===== src/common/bitmap_pkg.sv =====
// ----------------------------
// shared widths, types and command codes for the flag store
// imported by every RTL block and by the testbench
// ----------------------------

package bitmap_pkg;

   // width of one flag word, fixed because the typed word ports depend on it
   localparam int BITMAP_W = 32;

   // default number of words in the store
   // the top level can override this through its WORDS parameter
   localparam int BITMAP_WORDS_DEF = 16;

   // one flag word
   // the same type carries command masks and the protect mask
   typedef logic [BITMAP_W-1:0] bitmap_word_t;

   // command codes seen on the command port
   // write loads data under the mask, set and clear force the masked bits,
   // read returns the whole word one cycle later
   typedef enum logic [1:0]
   {
      OP_WRITE = 2'd0,
      OP_SET   = 2'd1,
      OP_CLEAR = 2'd2,
      OP_READ  = 2'd3
   } bitmap_op_e;

endpackage : bitmap_pkg


===== src/common/bitmap_mem_if.sv =====
// ----------------------------
// write and read signals between the command engine and the flag RAM
// the engine drives the request side, the RAM returns read data
// ----------------------------

`timescale 1ns/10ps

interface bitmap_mem_if
   import bitmap_pkg::*;
#(
   parameter int WORDS = BITMAP_WORDS_DEF
);

   // address width follows the depth, so any depth of 2 or more fits
   localparam int AW = $clog2(WORDS);

   // write side, one masked word per cycle
   logic          w_v;
   bitmap_word_t  w_mask;
   logic [AW-1:0] w_addr;
   bitmap_word_t  w_data;

   // read side, r_data appears in the cycle after r_v
   logic          r_v;
   logic [AW-1:0] r_addr;
   bitmap_word_t  r_data;

   modport engine (output w_v, w_mask, w_addr, w_data, r_v, r_addr, input r_data);

   modport mem (input w_v, w_mask, w_addr, w_data, r_v, r_addr, output r_data);

endinterface : bitmap_mem_if


===== src/logic/bitmap_cfg_regs.sv =====
// ----------------------------
// write-protect mask and sticky protect-hit status
// loaded from the config port, the hit bit is fed by the command engine
// ----------------------------

`timescale 1ns/10ps

module bitmap_cfg_regs
   import bitmap_pkg::*;
(
   input  logic          clk_i,
   input  logic          rst_n_i,

   // configuration write, loads a new protect mask
   input  logic          cfg_we_i,
   input  bitmap_word_t  cfg_protect_i,

   // pulse from the engine when a command mask overlapped the protect mask
   input  logic          prot_touch_i,

   output bitmap_word_t  protect_o,
   output logic          prot_hit_o
);

   bitmap_word_t  protect_q;
   logic          prot_hit_q;

   // protect mask register, all bits writable after reset
   always_ff @(posedge clk_i or negedge rst_n_i)
   begin
      if (!rst_n_i)
      begin
         protect_q <= '0;
      end
      else if (cfg_we_i)
      begin
         protect_q <= cfg_protect_i;
      end
   end

   // sticky hit bit
   // a touch always wins over the clear from a config write in the same cycle,
   // so software never loses a hit that raced with its reconfiguration
   always_ff @(posedge clk_i or negedge rst_n_i)
   begin
      if (!rst_n_i)
      begin
         prot_hit_q <= 1'b0;
      end
      else if (prot_touch_i)
      begin
         prot_hit_q <= 1'b1;
      end
      else if (cfg_we_i)
      begin
         prot_hit_q <= 1'b0;
      end
   end

   assign protect_o  = protect_q;
   assign prot_hit_o = prot_hit_q;

endmodule : bitmap_cfg_regs


===== src/logic/bitmap_cmd_engine.sv =====
// ----------------------------
// decodes flag commands into masked RAM writes and reads
// protected bits are stripped from every write, reads return after one cycle
// ----------------------------

`timescale 1ns/10ps

module bitmap_cmd_engine
   import bitmap_pkg::*;
#(
   parameter int WORDS = BITMAP_WORDS_DEF
)
(
   input  logic                      clk_i,
   input  logic                      rst_n_i,

   // command port, one strobe per cycle and never stalled
   input  logic                      cmd_v_i,
   input  bitmap_op_e                cmd_op_i,
   input  logic [$clog2(WORDS)-1:0]  cmd_addr_i,
   input  bitmap_word_t              cmd_mask_i,
   input  bitmap_word_t              cmd_data_i,

   // current protect mask from the config block
   input  bitmap_word_t              protect_i,

   // one-cycle pulse when a modifying command hit a protected bit
   output logic                      prot_touch_o,

   // read response, valid the cycle after the read was accepted
   output logic                      rd_v_o,
   output bitmap_word_t              rd_data_o,

   bitmap_mem_if.engine              mem_if
);

   logic          is_read;
   logic          rd_acc;
   logic          wr_acc;
   bitmap_word_t  eff_mask;
   bitmap_word_t  wr_data;
   logic          rd_v_q;

   // split the strobe into a read or a modifying access
   assign is_read = (cmd_op_i == OP_READ);
   assign rd_acc  = cmd_v_i && is_read;
   assign wr_acc  = cmd_v_i && !is_read;

   // protected positions never reach the RAM write mask
   assign eff_mask = cmd_mask_i & ~protect_i;

   // set and clear are writes of a constant word under the mask
   always_comb
   begin
      unique case (cmd_op_i)
         OP_WRITE: wr_data = cmd_data_i;
         OP_SET:   wr_data = '1;
         OP_CLEAR: wr_data = '0;
         // read leaves the write side idle, data is a don't care here
         default:  wr_data = cmd_data_i;
      endcase
   end

   // write side of the RAM
   assign mem_if.w_v    = wr_acc;
   assign mem_if.w_mask = eff_mask;
   assign mem_if.w_addr = cmd_addr_i;
   assign mem_if.w_data = wr_data;

   // read side, the RAM captures the address on this edge
   assign mem_if.r_v    = rd_acc;
   assign mem_if.r_addr = cmd_addr_i;

   // report any overlap of the requested mask with the protect mask
   // even when the effective mask ends up empty
   assign prot_touch_o = wr_acc && (|(cmd_mask_i & protect_i));

   // response valid follows the accepted read by exactly one edge
   always_ff @(posedge clk_i or negedge rst_n_i)
   begin
      if (!rst_n_i)
      begin
         rd_v_q <= 1'b0;
      end
      else
      begin
         rd_v_q <= rd_acc;
      end
   end

   assign rd_v_o = rd_v_q;

   // RAM output already reflects the captured address in this cycle
   assign rd_data_o = mem_if.r_data;

   // a response never appears without a read one cycle earlier
   a_rd_v_after_read : assert property (
      @(posedge clk_i) disable iff (!rst_n_i)
      rd_v_o |-> $past(cmd_v_i && (cmd_op_i == OP_READ))
   )
   else $error("read response without an accepted read");

endmodule : bitmap_cmd_engine


===== src/logic/bitmap_top.sv =====
// ----------------------------
// top level of the bit-addressable flag store
// ties the config block, command engine and flag RAM to plain ports
// ----------------------------

`timescale 1ns/10ps

module bitmap_top
   import bitmap_pkg::*;
#(
   parameter int WORDS = BITMAP_WORDS_DEF
)
(
   input  logic                      clk_i,
   input  logic                      rst_n_i,

   // command port
   input  logic                      cmd_v_i,
   input  bitmap_op_e                cmd_op_i,
   input  logic [$clog2(WORDS)-1:0]  cmd_addr_i,
   input  bitmap_word_t              cmd_mask_i,
   input  bitmap_word_t              cmd_data_i,

   // configuration port
   input  logic                      cfg_we_i,
   input  bitmap_word_t              cfg_protect_i,

   // status and read response
   output bitmap_word_t              protect_o,
   output logic                      prot_hit_o,
   output logic                      rd_v_o,
   output bitmap_word_t              rd_data_o
);

   // touch pulse from the engine into the sticky status bit
   logic prot_touch;

   // request and response path between engine and RAM
   bitmap_mem_if #(.WORDS(WORDS)) mem_if ();

   bitmap_cfg_regs bitmap_cfg_regs_inst (
      .clk_i         (clk_i),
      .rst_n_i       (rst_n_i),
      .cfg_we_i      (cfg_we_i),
      .cfg_protect_i (cfg_protect_i),
      .prot_touch_i  (prot_touch),
      .protect_o     (protect_o),
      .prot_hit_o    (prot_hit_o)
   );

   // the engine reads the same protect mask that goes out on protect_o
   bitmap_cmd_engine #(
      .WORDS (WORDS)
   ) bitmap_cmd_engine_inst (
      .clk_i        (clk_i),
      .rst_n_i      (rst_n_i),
      .cmd_v_i      (cmd_v_i),
      .cmd_op_i     (cmd_op_i),
      .cmd_addr_i   (cmd_addr_i),
      .cmd_mask_i   (cmd_mask_i),
      .cmd_data_i   (cmd_data_i),
      .protect_i    (protect_o),
      .prot_touch_o (prot_touch),
      .rd_v_o       (rd_v_o),
      .rd_data_o    (rd_data_o),
      .mem_if       (mem_if.engine)
   );

   bitmap_mem #(
      .WORDS (WORDS)
   ) bitmap_mem_inst (
      .clk_i  (clk_i),
      .mem_if (mem_if.mem)
   );

endmodule : bitmap_top


===== src/mem/bitmap_mem.sv =====
// ----------------------------
// one read, one write flag RAM with synchronous read and per-bit write mask
// the read address is captured on the edge, data is muxed after it
// ----------------------------

`timescale 1ns/10ps

module bitmap_mem
   import bitmap_pkg::*;
#(
   parameter int WORDS = BITMAP_WORDS_DEF
)
(
   input logic         clk_i,
   bitmap_mem_if.mem   mem_if
);

   localparam int AW = $clog2(WORDS);

   // the storage array itself, contents are undefined until written
   bitmap_word_t  mem_q [WORDS];

   // read address held from the last accepted read
   logic [AW-1:0] r_addr_q;

   // the address only moves when a read is requested, so the output
   // keeps showing the same word while no new read arrives
   always_ff @(posedge clk_i)
   begin
      if (mem_if.r_v)
      begin
         r_addr_q <= mem_if.r_addr;
      end
   end

   // muxing happens after the edge, so a read sees every write
   // that landed on or before the edge that captured its address
   assign mem_if.r_data = mem_q[r_addr_q];

   // only bits with their mask bit set take the new value
   // all other bits of the addressed word hold
   always_ff @(posedge clk_i)
   begin
      if (mem_if.w_v)
      begin
         for (int i = 0; i < BITMAP_W; i++)
         begin
            if (mem_if.w_mask[i])
            begin
               mem_q[mem_if.w_addr][i] <= mem_if.w_data[i];
            end
         end
      end
   end

   // the engine forwards the command address unchecked
   // so a depth that is not a power of two relies on the command source
   a_w_addr_in_range : assert property (
      @(posedge clk_i) mem_if.w_v |-> (mem_if.w_addr < WORDS)
   )
   else $error("write address %0d beyond depth %0d", mem_if.w_addr, WORDS);

   a_r_addr_in_range : assert property (
      @(posedge clk_i) mem_if.r_v |-> (mem_if.r_addr < WORDS)
   )
   else $error("read address %0d beyond depth %0d", mem_if.r_addr, WORDS);

endmodule : bitmap_mem


===== config.mk =====
export PLATFORM = sky130hd
export DESIGN_NAME = bitmap_top
export DESIGN_NICKNAME = d
export VERILOG_FILES = /design/src/common/bitmap_pkg.sv /design/src/common/bitmap_mem_if.sv /design/src/logic/bitmap_cfg_regs.sv /design/src/logic/bitmap_cmd_engine.sv /design/src/logic/bitmap_top.sv /design/src/mem/bitmap_mem.sv
export SDC_FILE = /design/constraint.sdc
export NUM_CORES = 1
export LEC_CHECK = 0
export BUFFER_PORTS_ARGS = -buffer_cell sky130_fd_sc_hd__buf_2
export CORE_UTILIZATION = 54
export CTS_CLUSTER_SIZE = 25
export DETAILED_ROUTE_END_ITERATION = 7
export PLACE_DENSITY = 0.75
export REMOVE_ABC_BUFFERS = 1
export SLEW_MARGIN = 20
export SYNTH_ARGS = -nofsm -noshare
export SYNTH_HDL_FRONTEND = slang
export SYNTH_SLANG_ARGS = --single-unit

===== constraint.sdc =====
create_clock -name clk_i -period 1.6 [get_ports clk_i]
set_input_delay 0.08 -clock clk_i [delete_from_list [all_inputs] [get_ports clk_i]]
set_output_delay 0.08 -clock clk_i [all_outputs]
set_load 0.01 [all_outputs]

==> results by group, run 1 <==
Synthesis
  – YS warnings: 0
  – Avg Cell Area, Syn: approximately 15 um2
  – Asr flop ratio synth: 6.14%
  – Post-synthesis sequential area ratio: 68.9%
  – Mapped Area: between 20000 and 25000 um2
  – Number of flops mapped to enable cells by yosys: 516
  – Area contributors post-synth: edfxtp_1 65%, mux4_2 15%, nor2_1 8.1%
  – Post-synthesis cell type count: 25
  – #FFs+latches synth: 554
  – Most frequent cells after synthesis: 516 x edfxtp_1, 514 x nor2_1, 156 x mux4_2
  – Synth area leader: edfxtp_1
  – Count leader, synth: edfxtp_1
  – Post-synth top area share: 65.0%
  – Cell count after synthesis: 1540
  – Main synth FF type: edfxtp_1

Power
  – Pint: about 26 mW
  – Switching Share: 22.3%
  – Peak VDD IR: 0.841 mV
  – Reg power frac: roughly 48%
  – Clock power frac: 40.3%
  – P_sw: between 7 and 8 mW
  – LEAKAGE: 10.2 nW
  – PwrDens: 1130 nW/um2
  – Logic pwr share: 11.3%

Detailed routing
  – Drt total wl: 62100 um
  – ANT nets after route: 0
  – Initial DRC count: about 1600
  – DRC violation count after routing: 0
  – Via Count: ~15000
  – Routed WL per cell: between 20 and 25 um
  – Via density per instance: 5.93
  – Drt pass-1 iters: 7

STA
  – Final setup margin: -1.07 ns
  – Final setup violation count: 33
  – Relative slew margins: between 30% and 40%
  – Max Freq: approximately 370 MHz
  – Minimum clock period: 2.67 ns
  – Max Slew Vio Count: 0
  – RSZ-0062 raised after global routing: yes
  – Setup TNS: -32.42 ns
  – Final worst-path cycle share: 167%
  – Worst slew pin tran: 0.905 ns
  – Hold Violations, Final: 0
  – Final clock skew: 0.0291 ns

CTS
  – TritonCTS Buffers: 54
  – Clock buffer depth: 3
  – H-tree Lvls: 2
  – Reg clk slew, reported paths: 0.06 ns
  – Clk sink count: 554
  – TritonCTS clock tree: built
  – Clock root buffer: clkbuf_16
  – Worst-skew pair later-pin latency: 0.61 ns

Final layout
  – Area grow syn2layout: 25.1%
  – N_diodes: 0
  – Layout cells sized above 1: 32.7%
  – Fin nets: 1981
  – Post-route design area: about 30000 um2

Placed design
  – Final RePlAce weighted congestion: a little under 0.8
  – Area post-placement: 26800 um2
  – HPWL Detailed: 34500 um
  – I/O Buffers: 171

Min path
  – Hold wc startpoint: cmd_mask_i[17]
  – Hold WC Path Type: input pin to register
  – Hold depth: 4
  – Sink of the worst hold path: bitmap_mem_inst.mem_q[14][17]$_DFFE_PP_

Critical path
  – Startpoint types: register
  – Reg2reg setup slack: -0.23 ns
  – Worst r2r src: bitmap_cfg_regs_inst.protect_o[12]$_DFFE_PN0P_
  – Crit-path leading delay family: multiplexers
  – WP data arrival: 2.59 ns
  – Worst-path cell chain: buf_12 > buf_12 > buf_6 > mux4_2 > mux4_2 > buf_2
  – Worst path bufs/invs: 4
  – Crit-path max cell delay: 0.52 ns
  – CP max-delay cell: mux4_2
  – Worst R2R End: bitmap_cfg_regs_inst.prot_hit_o$_DFFE_PN0P_
  – Worst Path Required: between 1.5 and 2 ns
  – Critical Path Fanout Max: 7
  – Critical path class: register to output pin
  – Nature of the critical path endpoint: output pin
  – Reg2Reg Depth: 6

Outcome
  – Failing checks: negative setup slack
  – Status: finished, violations left

GRT
  – First-pass GRT wire length: around 91000 um
  – Via count of the first global-routing pass: 15100
  – Congestion Overflow GR: 0
  – Initial antenna violation count: 1
  – Largest net degree at the start of global routing: 34
  – GRT Util Overall: 28.2%

Floorplanning
  – # rows: 76
  – Die ar.: 45000 um2
  – Core ar.: 43300 um2
  – Initial Utilization: between 50% and 60%
  – Number of I/O pins: 172
  – Die width: 212 um
  – Die Y: 212 um

Flow run
  – Max Cap Viol: 0
==> routing by layer <==
layer | up-vias | global-route usage, % | part of all wire [%]
met5 | - | 0 | 0.021
met4 | 2 | 9.40 | 2.8
met3 | 114 | 5.61 | 11
met2 | 848 | 47.3 | 50
met1 | 7512 | 37.2 | 36
li1 | 6372 | - | -
==> worst max-delay path by stage <==
stage	start	to	slack [ns]	cells after the start
finish	register	rd_data_o[25]	-1.07	6
global route	register	rd_data_o[25]	-1.14	6
CTS	register	rd_data_o[18]	-1.08	4
detailed placement	register	rd_data_o[0]	-0.46	5
global placement	register	rd_data_o[6]	-0.43	5
floorplan	register	rd_data_o[10]	-4.92	2
==> tightest hold or removal path, delay by kind of cell <==
family / cells / cell delay, ns
buffers and inverters: 2 / 0.28
and+or+nand+nor: 2 / 0.18
==> logic make-up (layout without fill, tap and decap cells) <==
logic type / count (synthesis) / in the layout / synth area share, %
AND/OR/NAND/NOR: 637 / 637 / 10.7
adder cells (fa/ha/maj): 2 / 2 / 0.105
multiplexers: 196 / 196 / 16.9
buffers and inverters: 133 / 512 / 2.88
AO/OA/AOI/OAI: 18 / 18 / 0.562
flip-flops: 554 / 554 / 68.9
==> sequential cells by signal (all words and copies together) (netlist names), named ones only <==
signal,flops
bitmap_cmd_engine_inst.rd_v_o,1
bitmap_cfg_regs_inst.prot_hit_o,1
bitmap_mem_inst.r_addr_q,4
bitmap_mem_inst.mem_q,512
bitmap_cfg_regs_inst.protect_o,32
==> timing repair <==
item | CTS | global route
resized for setup | 16 | 27
endpoints found under the hold margin | 566 | 0
cloned | 0 | 4
setup buffers | 3 | 9
hold buffers | 73 | 0
setup endpoints to repair | 33 | 33
==> area by class of cell <==
cell class | count | area (um2)
Sequential cell | 554 | 16400
Fill cell | 2706 | 13400
Multi-Input combinational cell | 853 | 6770
Timing Repair Buffer | 407 | 3960
Clock buffer | 65 | 1410
Tap cell | 585 | 732
Clock inverter | 37 | 493
Inverter | 3 | 11.3
==> power by group through the flow <==
stage                     Combinational, mW  Sequential [mW]  Clock, mW
after floorplan                        1.46             16.8          0
after global placement                 3.35             16.6          0
after detailed placement               3.42             16.6          0
after CTS                              3.65             16.3       13.7
after global routing                   4.01             16.3       14.2
final                                  3.81             16.3       13.6
==> metrics by stage <==
step / util [%] / power, mW / setup WS (ns) / hold slack (ns) / instances
3_3_place_gp: 61.9 / 20.0 / -0.431 / 0.0697 / 2313
3_5_place_dp: 61.9 / 20.0 / -0.457 / 0.0749 / 2313
5_1_grt: 68.9 / 34.6 / -1.14 / 0.0628 / 2504
4_1_cts: 68.2 / 33.6 / -1.08 / 0.0482 / 2491
6_report: 68.9 / 33.7 / -1.07 / 0.0612 / 2504
2_1_floorplan: - / 18.3 / -4.92 / -0.216 / 1410
==> layout by cell type (no fill, tap or decap), types with 6 or more instances in the layout <==
master / netlist / final
clkbuf_1: 76 / 10
clkinv_2: 0 / 9
nor2_1: 514 / 514
clkinv_1: 0 / 8
nand2_1: 74 / 74
buf_4: 1 / 83
buf_6: 15 / 27
nand3_2: 0 / 6
mux2_2: 36 / 36
dfrtp_1: 34 / 34
nand3b_1: 32 / 32
clkbuf_16: 0 / 58
bufinv_16: 0 / 11
buf_12: 0 / 71
buf_2: 12 / 147
edfxtp_1: 516 / 516
dlygate4sd3_1: 0 / 73
mux4_2: 156 / 159
a22oi_1: 16 / 15
(Power assumes the default switching activity.)
==> run 2, diff against run 1 <==
Settings changed: CORE_UTILIZATION 54 to 55, PLACE_DENSITY 0.75 to 0.77, SYNTH_HIERARCHICAL set to 1.
==> results by group, run 2 <==
Outcome
  – Status: finished, violations left
  – Failing checks: negative setup slack

CTS
  – Reg clk slew, reported paths: 0.06 ns (about the same)
  – Clk sink count: 554 (unchanged)
  – H-tree Lvls: 2 (unchanged)
  – TritonCTS clock tree: built
  – Worst-skew pair later-pin latency: 0.62 ns (about the same)
  – TritonCTS Buffers: 55 (+1.9%)
  – Clock buffer depth: 3 (unchanged)
  – Clock root buffer: clkbuf_16

Synthesis
  – Avg Cell Area, Syn: 14.3 um2 (-7.4%)
  – Count leader, synth: edfxtp_1
  – Cell count after synthesis: 1686 (+9.5%)
  – Mapped Area: 24200 um2 (+1.4%)
  – Number of flops mapped to enable cells by yosys: 516 (unchanged)
  – Most frequent cells after synthesis: 516 x edfxtp_1, 515 x nor2_1, 137 x nand2_1
  – Post-synth top area share: 64.1% (-0.91 points)
  – #FFs+latches synth: 554 (unchanged)
  – Asr flop ratio synth: 6.14% (unchanged)
  – Synth area leader: edfxtp_1
  – Post-synthesis cell type count: 27 (+8.0%)
  – YS warnings: 6 (+6)
  – Main synth FF type: edfxtp_1
  – Area contributors post-synth: edfxtp_1 64%, mux4_2 12%, nor2_1 8.0%
  – Post-synthesis sequential area ratio: 67.9% (-0.97 points)

Final layout
  – Fin nets: 2063 (+4.1%)
  – Commonest non-fill, non-tap cell in the layout: edfxtp_1
  – Max reg flops: 512 (unchanged)
  – Reg with most FFs: bitmap_mem_inst/mem_q
  – Layout cells sized above 1: 33.6% (+0.89 points)
  – Commonest cells after routing, fill and taps aside: 516 x edfxtp_1, 514 x nor2_1, 163 x buf_2, 129 x nand2_1, 128 x mux4_2
  – Area grow syn2layout: 22.1%
  – Fillers: 2697 (-0.33%)

STA
  – Relative slew margins: 38.7% (-0.83 points)
  – Minimum clock period: 2.52 ns (-0.146 ns)
  – RSZ-0062 raised after global routing: yes
  – Worst hold slack: 0.0182 ns (-0.0430 ns)
  – Max Slew Vio Count: 0 (unchanged)
  – Final setup margin: -0.922 ns (+0.146 ns)
  – Worst slew pin tran: 0.917 ns (+0.0124 ns)
  – Max Freq: 397 MHz (+5.8%)
  – Final setup violation count: 34 (+3.0%)
  – Final worst-path cycle share: 158% (-9.1 points)
  – Hold Violations, Final: 0 (unchanged)
  – Final clock skew: 0.0223 ns (-0.00676 ns)

Min path
  – Hold WC Path Type: input pin to register
  – Hold wc startpoint: cfg_we_i

GRT
  – Via count of the first global-routing pass: 15600 (+3.6%)
  – Initial antenna violation count: 1 (unchanged)
  – GRT Util Overall: 28.9% (+0.74 points)
  – First-pass GRT wire length: 93800 um (+3.1%)
  – Largest net degree at the start of global routing: 36 (+5.9%)
  – Congestion Overflow GR: 0 (unchanged)

Detailed routing
  – DRC violation count after routing: 0 (unchanged)
  – Drt total wl: 66200 um (+6.6%)
  – Via Count: 15700 (+6.0%)
  – Drt pass-1 iters: 5 (-2)
  – Via density per instance: 6.08 (+2.6%)
  – Initial DRC count: 1899 (+20%)
  – ANT nets after route: 0 (unchanged)
  – Routed WL per cell: 25.6 um (+3.1%)

Critical path
  – Startpoint types: register
  – Worst path bufs/invs: 4 (unchanged)
  – Crit-path leading delay family: buffers and inverters
  – Worst r2r src: bitmap_cfg_regs_inst/protect_o[4]$_DFFE_PN0P_
  – Critical Path Fanout Max: 6 (-1)
  – Critical path class: register to output pin
  – Worst Path Required: 1.52 ns (about the same)
  – Crit-path max cell delay: 0.50 ns (-0.02 ns)
  – WP data arrival: 2.44 ns (-0.15 ns)
  – Nature of the critical path endpoint: output pin
  – CP max-delay cell: mux4_2
  – Worst-path cell chain: buf_4 > buf_8 > clkbuf_16 > mux4_2 > a22oi_2 > nand2_1 > buf_2
  – Reg2reg setup slack: -0.05 ns (+0.18 ns)

Placed design
  – HPWL Detailed: 37800 um (+9.7%)
  – DP Worst Slack: -0.254 ns (+0.203 ns)
  – Final RePlAce weighted congestion: 0.816 (+5.2%)
  – I/O Buffers: 171 (unchanged)

Floorplanning
  – Number of I/O pins: 172 (unchanged)
  – Initial Utilization: 55.9% (+0.79 points)
  – Core ar.: 43300 um2 (unchanged)
  – Die width: 212 um (-0.21%)
  – # rows: 76 (unchanged)
  – Die Y: 212 um (-0.21%)
  – Die ar.: 44800 um2 (-0.41%)

Flow run
  – Max Cap Viol: 0 (unchanged)

Power
  – Peak VDD IR: 0.893 mV (+6.2%)
  – LEAKAGE: 10.2 nW (about the same)
  – PwrDens: 1130 nW/um2 (about the same)
## run 2: cell types whose count changed after synthesis, moves of 5 or more
| cell | change |
|---|---|
| a22oi_1 | +62 |
| buf_1 | -11 |
| buf_4 | +48 |
| buf_6 | -14 |
| clkbuf_1 | +27 |
| clkbuf_8 | -5 |
| mux2_2 | -29 |
| mux2_4 | +29 |
| mux4_2 | -28 |
| nand2_1 | +63 |
| nand3b_1 | -32 |
| nor2b_1 | +31 |
## run 2: kinds of logic (layout without fill, tap and decap cells)
group | Yosys count | after routing | share of synthesized area, %
and+or+nand+nor | 705 | 705 | 11.5
DFF | 554 | 554 | 67.9
buffers and inverters | 179 | 495 | 3.83
muxes | 164 | 164 | 14.0
AOI/OAI and AO/OA | 82 | 82 | 2.60
adders and majority gates | 2 | 2 | 0.103
other | 0 | 1 | 0
## run 2: final timing paths
check | endpoint | cells after the start
setup / recovery | rd_data_o[8] | 7
hold / removal | bitmap_cfg_regs_inst/prot_hit_o$_DFFE_PN0P_ | 4
setup reg to reg | bitmap_cfg_regs_inst/prot_hit_o$_DFFE_PN0P_ | 5
hold reg to reg | register | 1
max in group asynchronous | bitmap_cfg_regs_inst/protect_o[16]$_DFFE_PN0P_ | 3
min in group asynchronous | bitmap_cfg_regs_inst/protect_o[28]$_DFFE_PN0P_ | 4
## run 2: where the power goes
part           switching, mW  internal (mW)  total, mW
logic                   2.11           1.60       3.71
clock network           5.55           7.74       13.3
registers              0.118           16.2       16.3
total                   7.78           25.6       33.4
## run 2: worst register-to-register path, stage by stage, from the launching register on
cell and delay, ns:
dfrtp_1 0.42, a22oi_1 0.27, buf_4 0.17, nand4_1 0.10
o41a_1 0.42, a21o_1 0.17
## run 2: metal layers
layer | vias up | part of all wire, % | track usage (%)
met2 | 1019 | 50 | 48.7
met5 | - | 0 | 0
met4 | 0 | 4.1 | 13.0
met3 | 173 | 9.5 | 4.32
li1 | 6627 | - | -
met1 | 7919 | 36 | 37.6
## run 2: timing repair
item / 4_1_cts / 5_1_grt
resized for setup: 29 / 70
buffers inserted: 3 / 23
setup endpoints to repair: 33 / 35
hold buffers: 43 / 0
cloned: 0 / 7
pin swaps: 8 / 62
endpoints found under the hold margin: 123 / 0
## run 2: final cells by class
class | instances | area, um2 | area share, %
well taps | 585 | 732 | 2.48
inverters | 2 | 7.51 | 0.0254
multi-input cells | 953 | 7220 | 24.4
repair buffers | 389 | 3290 | 11.2
clock buffers | 73 | 1470 | 4.96
diodes | 1 | 2.50 | 0.00848
clock inverters | 31 | 370 | 1.25
flip-flops and latches | 554 | 16400 | 55.7
## run 2: per-stage QoR
step                      std cells  utilization [%]  cell area [um2]  setup TNS, ns  power, mW
after floorplan                1509                -            23300        -901.04       18.3
after global placement         2407             61.1            26400          -9.34       19.8
after detailed placement       2407             61.1            26400         -21.42       19.9
after CTS                      2557             66.7            28800         -25.61       33.0
after global routing           2588             68.2            29500         -28.49       34.1
final                          2588             68.2            29500         -27.01       33.4
==> run 3, diff against run 2 <==
--- a/config.mk
+++ b/config.mk
@@ -7,3 +7,3 @@
 export LEC_CHECK = 0
-export BUFFER_PORTS_ARGS = -buffer_cell sky130_fd_sc_hd__buf_2
+export BUFFER_PORTS_ARGS = -buffer_cell sky130_fd_sc_hd__buf_4
 export CORE_UTILIZATION = 55
==> constraint.sdc (replaced) <==
create_clock -name clk_i -period 2.1 [get_ports clk_i]
set_input_delay 0.105 -clock clk_i [delete_from_list [all_inputs] [get_ports clk_i]]
set_output_delay 0.105 -clock clk_i [all_outputs]
set_load 0.005 [all_outputs]
==> results by group, run 3 (synthesis results as in run 2) <==
Outcome
  – Status: finished, violations left
  – Failing checks: negative setup slack

Power
  – PwrDens: 862 nW/um2 (-24%)
  – Peak VDD IR: 0.742 mV (-17%)
  – Logic pwr share: 10.6% (-0.5 points)
  – P_sw: 5.80 mW (-26%)
  – Clock power frac: 39.6% (-0.3 points)
  – LEAKAGE: 9.86 nW (-3.5%)
  – Total power draw: 25.0 mW (-25%)
  – Reg power frac: 49.8% (+0.8 points)
  – Switching Share: 23.1% (-0.19 points)
  – Pint: 19.3 mW (-25%)

Critical path
  – Reg2reg setup slack: 0.31 ns (+0.36 ns)
  – WP data arrival: 2.36 ns (-0.08 ns)
  – Crit-path max cell delay: 0.51 ns (about the same)
  – Nature of the critical path endpoint: output pin
  – Crit-path leading delay family: buffers and inverters
  – Reg2Reg Depth: 3 (-2)
  – Worst-path cell chain: buf_12 > buf_12 > buf_16 > mux4_2 > a22oi_2 > nand2_1 > buf_4
  – CP dominant cell by count: buf_12
  – Worst R2R End: bitmap_mem_inst/mem_q[6][31]$_DFFE_PP_
  – Critical Path Fanout Max: 6 (unchanged)
  – Worst Path Required: 2.00 ns (+0.48 ns)
  – Startpoint types: register
  – Critical path class: register to output pin
  – Critical Path Stages: 7 (unchanged)
  – Worst path bufs/invs: 4 (unchanged)
  – CP max-delay cell: mux4_2
  – Worst r2r src: bitmap_cfg_regs_inst/protect_o[31]$_DFFE_PN0P_

Final layout
  – Fillers: 2793 (+3.6%)
  – Area grow syn2layout: 20.1%
  – Max reg flops: 512 (unchanged)
  – Commonest cells after routing, fill and taps aside: 516 x edfxtp_1, 514 x nor2_1, 191 x buf_4, 128 x mux4_2, 124 x nand2_1
  – Post-route design area: 29000 um2 (-1.6%)
  – Layout cells sized above 1: 31.0% (-2.7 points)
  – Commonest non-fill, non-tap cell in the layout: edfxtp_1
  – Reg with most FFs: bitmap_mem_inst/mem_q
  – Final Util: 67.1% (-1.1 points)
  – Fin nets: 1962 (-4.9%)

STA
  – Max Freq: around 410 MHz
  – Worst slew pin tran: 0.654 ns (-0.263 ns)
  – Final setup violation count: 32 (-5.9%)
  – Final worst-path cycle share: 117%
  – RSZ-0062 raised after global routing: yes
  – Final clock skew: 0.00829 ns (-0.0141 ns)
  – Final setup margin: -0.361 ns (+0.561 ns)
  – Max Slew Vio Count: 0 (unchanged)
  – Minimum clock period: 2.46 ns
  – Hold Violations, Final: 0 (unchanged)
  – Relative slew margins: 56.3% (+18 points)

Min path
  – Hold wc startpoint: cfg_we_i
  – Hold depth: 3 (-1)
  – Hold WC Path Type: input pin to register
  – Sink of the worst hold path: bitmap_cfg_regs_inst/prot_hit_o$_DFFE_PN0P_

Detailed routing
  – Routed WL per cell: 26.0 um (+1.4%)
  – Drt total wl: 64500 um (-2.6%)
  – DRC violation count after routing: 0 (unchanged)
  – Drt pass-1 iters: 5 (unchanged)
  – Initial DRC count: 1770 (-6.8%)
  – Via Count: 15300 (-2.9%)
  – Via density per instance: 6.15 (+1.1%)
  – ANT nets after route: 0 (unchanged)

Floorplanning
  – Number of I/O pins: 172 (unchanged)
  – # rows: 76 (unchanged)
  – Core ar.: 43300 um2 (unchanged)
  – Die ar.: 44800 um2 (unchanged)
  – Die width: 212 um (unchanged)
  – Die Y: 212 um (unchanged)
  – Initial Utilization: 55.9% (unchanged)

CTS
  – Worst-skew pair later-pin latency: 0.59 ns (-0.03 ns)
  – Reg clk slew, reported paths: 0.06 ns (about the same)
  – Clk sink count: 554 (unchanged)
  – Clock root buffer: clkbuf_16
  – H-tree Lvls: 2 (unchanged)
  – Clock buffer depth: 3 (unchanged)
  – TritonCTS clock tree: built
  – TritonCTS Buffers: 54 (-1.8%)

GRT
  – Initial antenna violation count: 1 (unchanged)
  – Congestion Overflow GR: 0 (unchanged)
  – First-pass GRT wire length: 95000 um (+1.3%)
  – Largest net degree at the start of global routing: 57 (+58%)
  – Via count of the first global-routing pass: 15500 (-0.51%)
  – GRT Util Overall: 29.5% (+0.60 points)

Placed design
  – Area post-placement: 26000 um2 (-1.5%)
  – Final RePlAce weighted congestion: 0.806 (-1.3%)
  – HPWL Detailed: 37000 um (-2.2%)
  – I/O Buffers: 171 (unchanged)

Flow run
  – Max Cap Viol: 0 (unchanged)
[run 3: power groups by stage]
stage | registers, mW | clock network (mW) | logic, mW
finish | 12.5 | 9.92 | 2.66
global route | 12.5 | 10.3 | 2.81
global placement | 12.7 | 0 | 2.24
detailed placement | 12.7 | 0 | 2.28
floorplan | 12.8 | 0 | 1.13
CTS | 12.5 | 9.88 | 2.63
[run 3: worst min-delay path: cells and delay by family]
kind                   cells  cell delay [ns]
AO/OA/AOI/OAI              1             0.11
buffers and inverters      2             0.36
[run 3: worst max-delay path by stage]
stage	endpoint	slack, ns
after floorplan	rd_data_o[0]	-4.22
final	rd_data_o[30]	-0.36
after global routing	rd_data_o[6]	-0.41
after detailed placement	rd_data_o[13]	0.11
after global placement	rd_data_o[13]	0.17
after CTS	rd_data_o[30]	-0.34
[run 3: area by class of cell]
type	instances	area [um2]	area share (%)
clock inverter	41	352	1.21
antenna	1	2.50	0.00862
sequential	554	16400	56.6
tap	585	732	2.52
inverter	2	7.51	0.0258
multi-input combinational	953	7200	24.8
timing repair buffer	289	2860	9.85
clock buffer	60	1460	5.02
[run 3: stage by stage]
step	setup WS, ns	hold slack (ns)	cells	TNS [ns]
global placement	0.168	0.133	2327	0
floorplan	-4.22	-0.191	1509	-398.27
detailed placement	0.107	0.136	2327	0
finish	-0.361	0.0253	2485	-9.21
CTS	-0.343	0.00221	2486	-9.89
global route	-0.412	0.0196	2484	-11.15
[run 3: routing by layer]
| layer | share of wire, % | vias up | wire length (um) | global-route usage, % |
|---|---|---|---|---|
| li1 | - | 6422 | - | - |
| met1 | 35 | 7769 | 22700 | 37.2 |
| met2 | 51 | 930 | 32700 | 50.4 |
| met3 | 10 | 164 | 6460 | 5.00 |
| met4 | 4.2 | 0 | 2690 | 13.4 |
| met5 | 0 | - | 0 | 0 |
[run 3: repair_timing]
item / 4_1_cts / 5_1_grt
cloned: 10 / 1
resized for setup: 94 / 20
hold endpoints to repair: 74 / 0
hold buffers: 37 / 0
setup endpoints to repair: 32 / 32
setup buffers: 11 / 0
pin swaps: 42 / 25
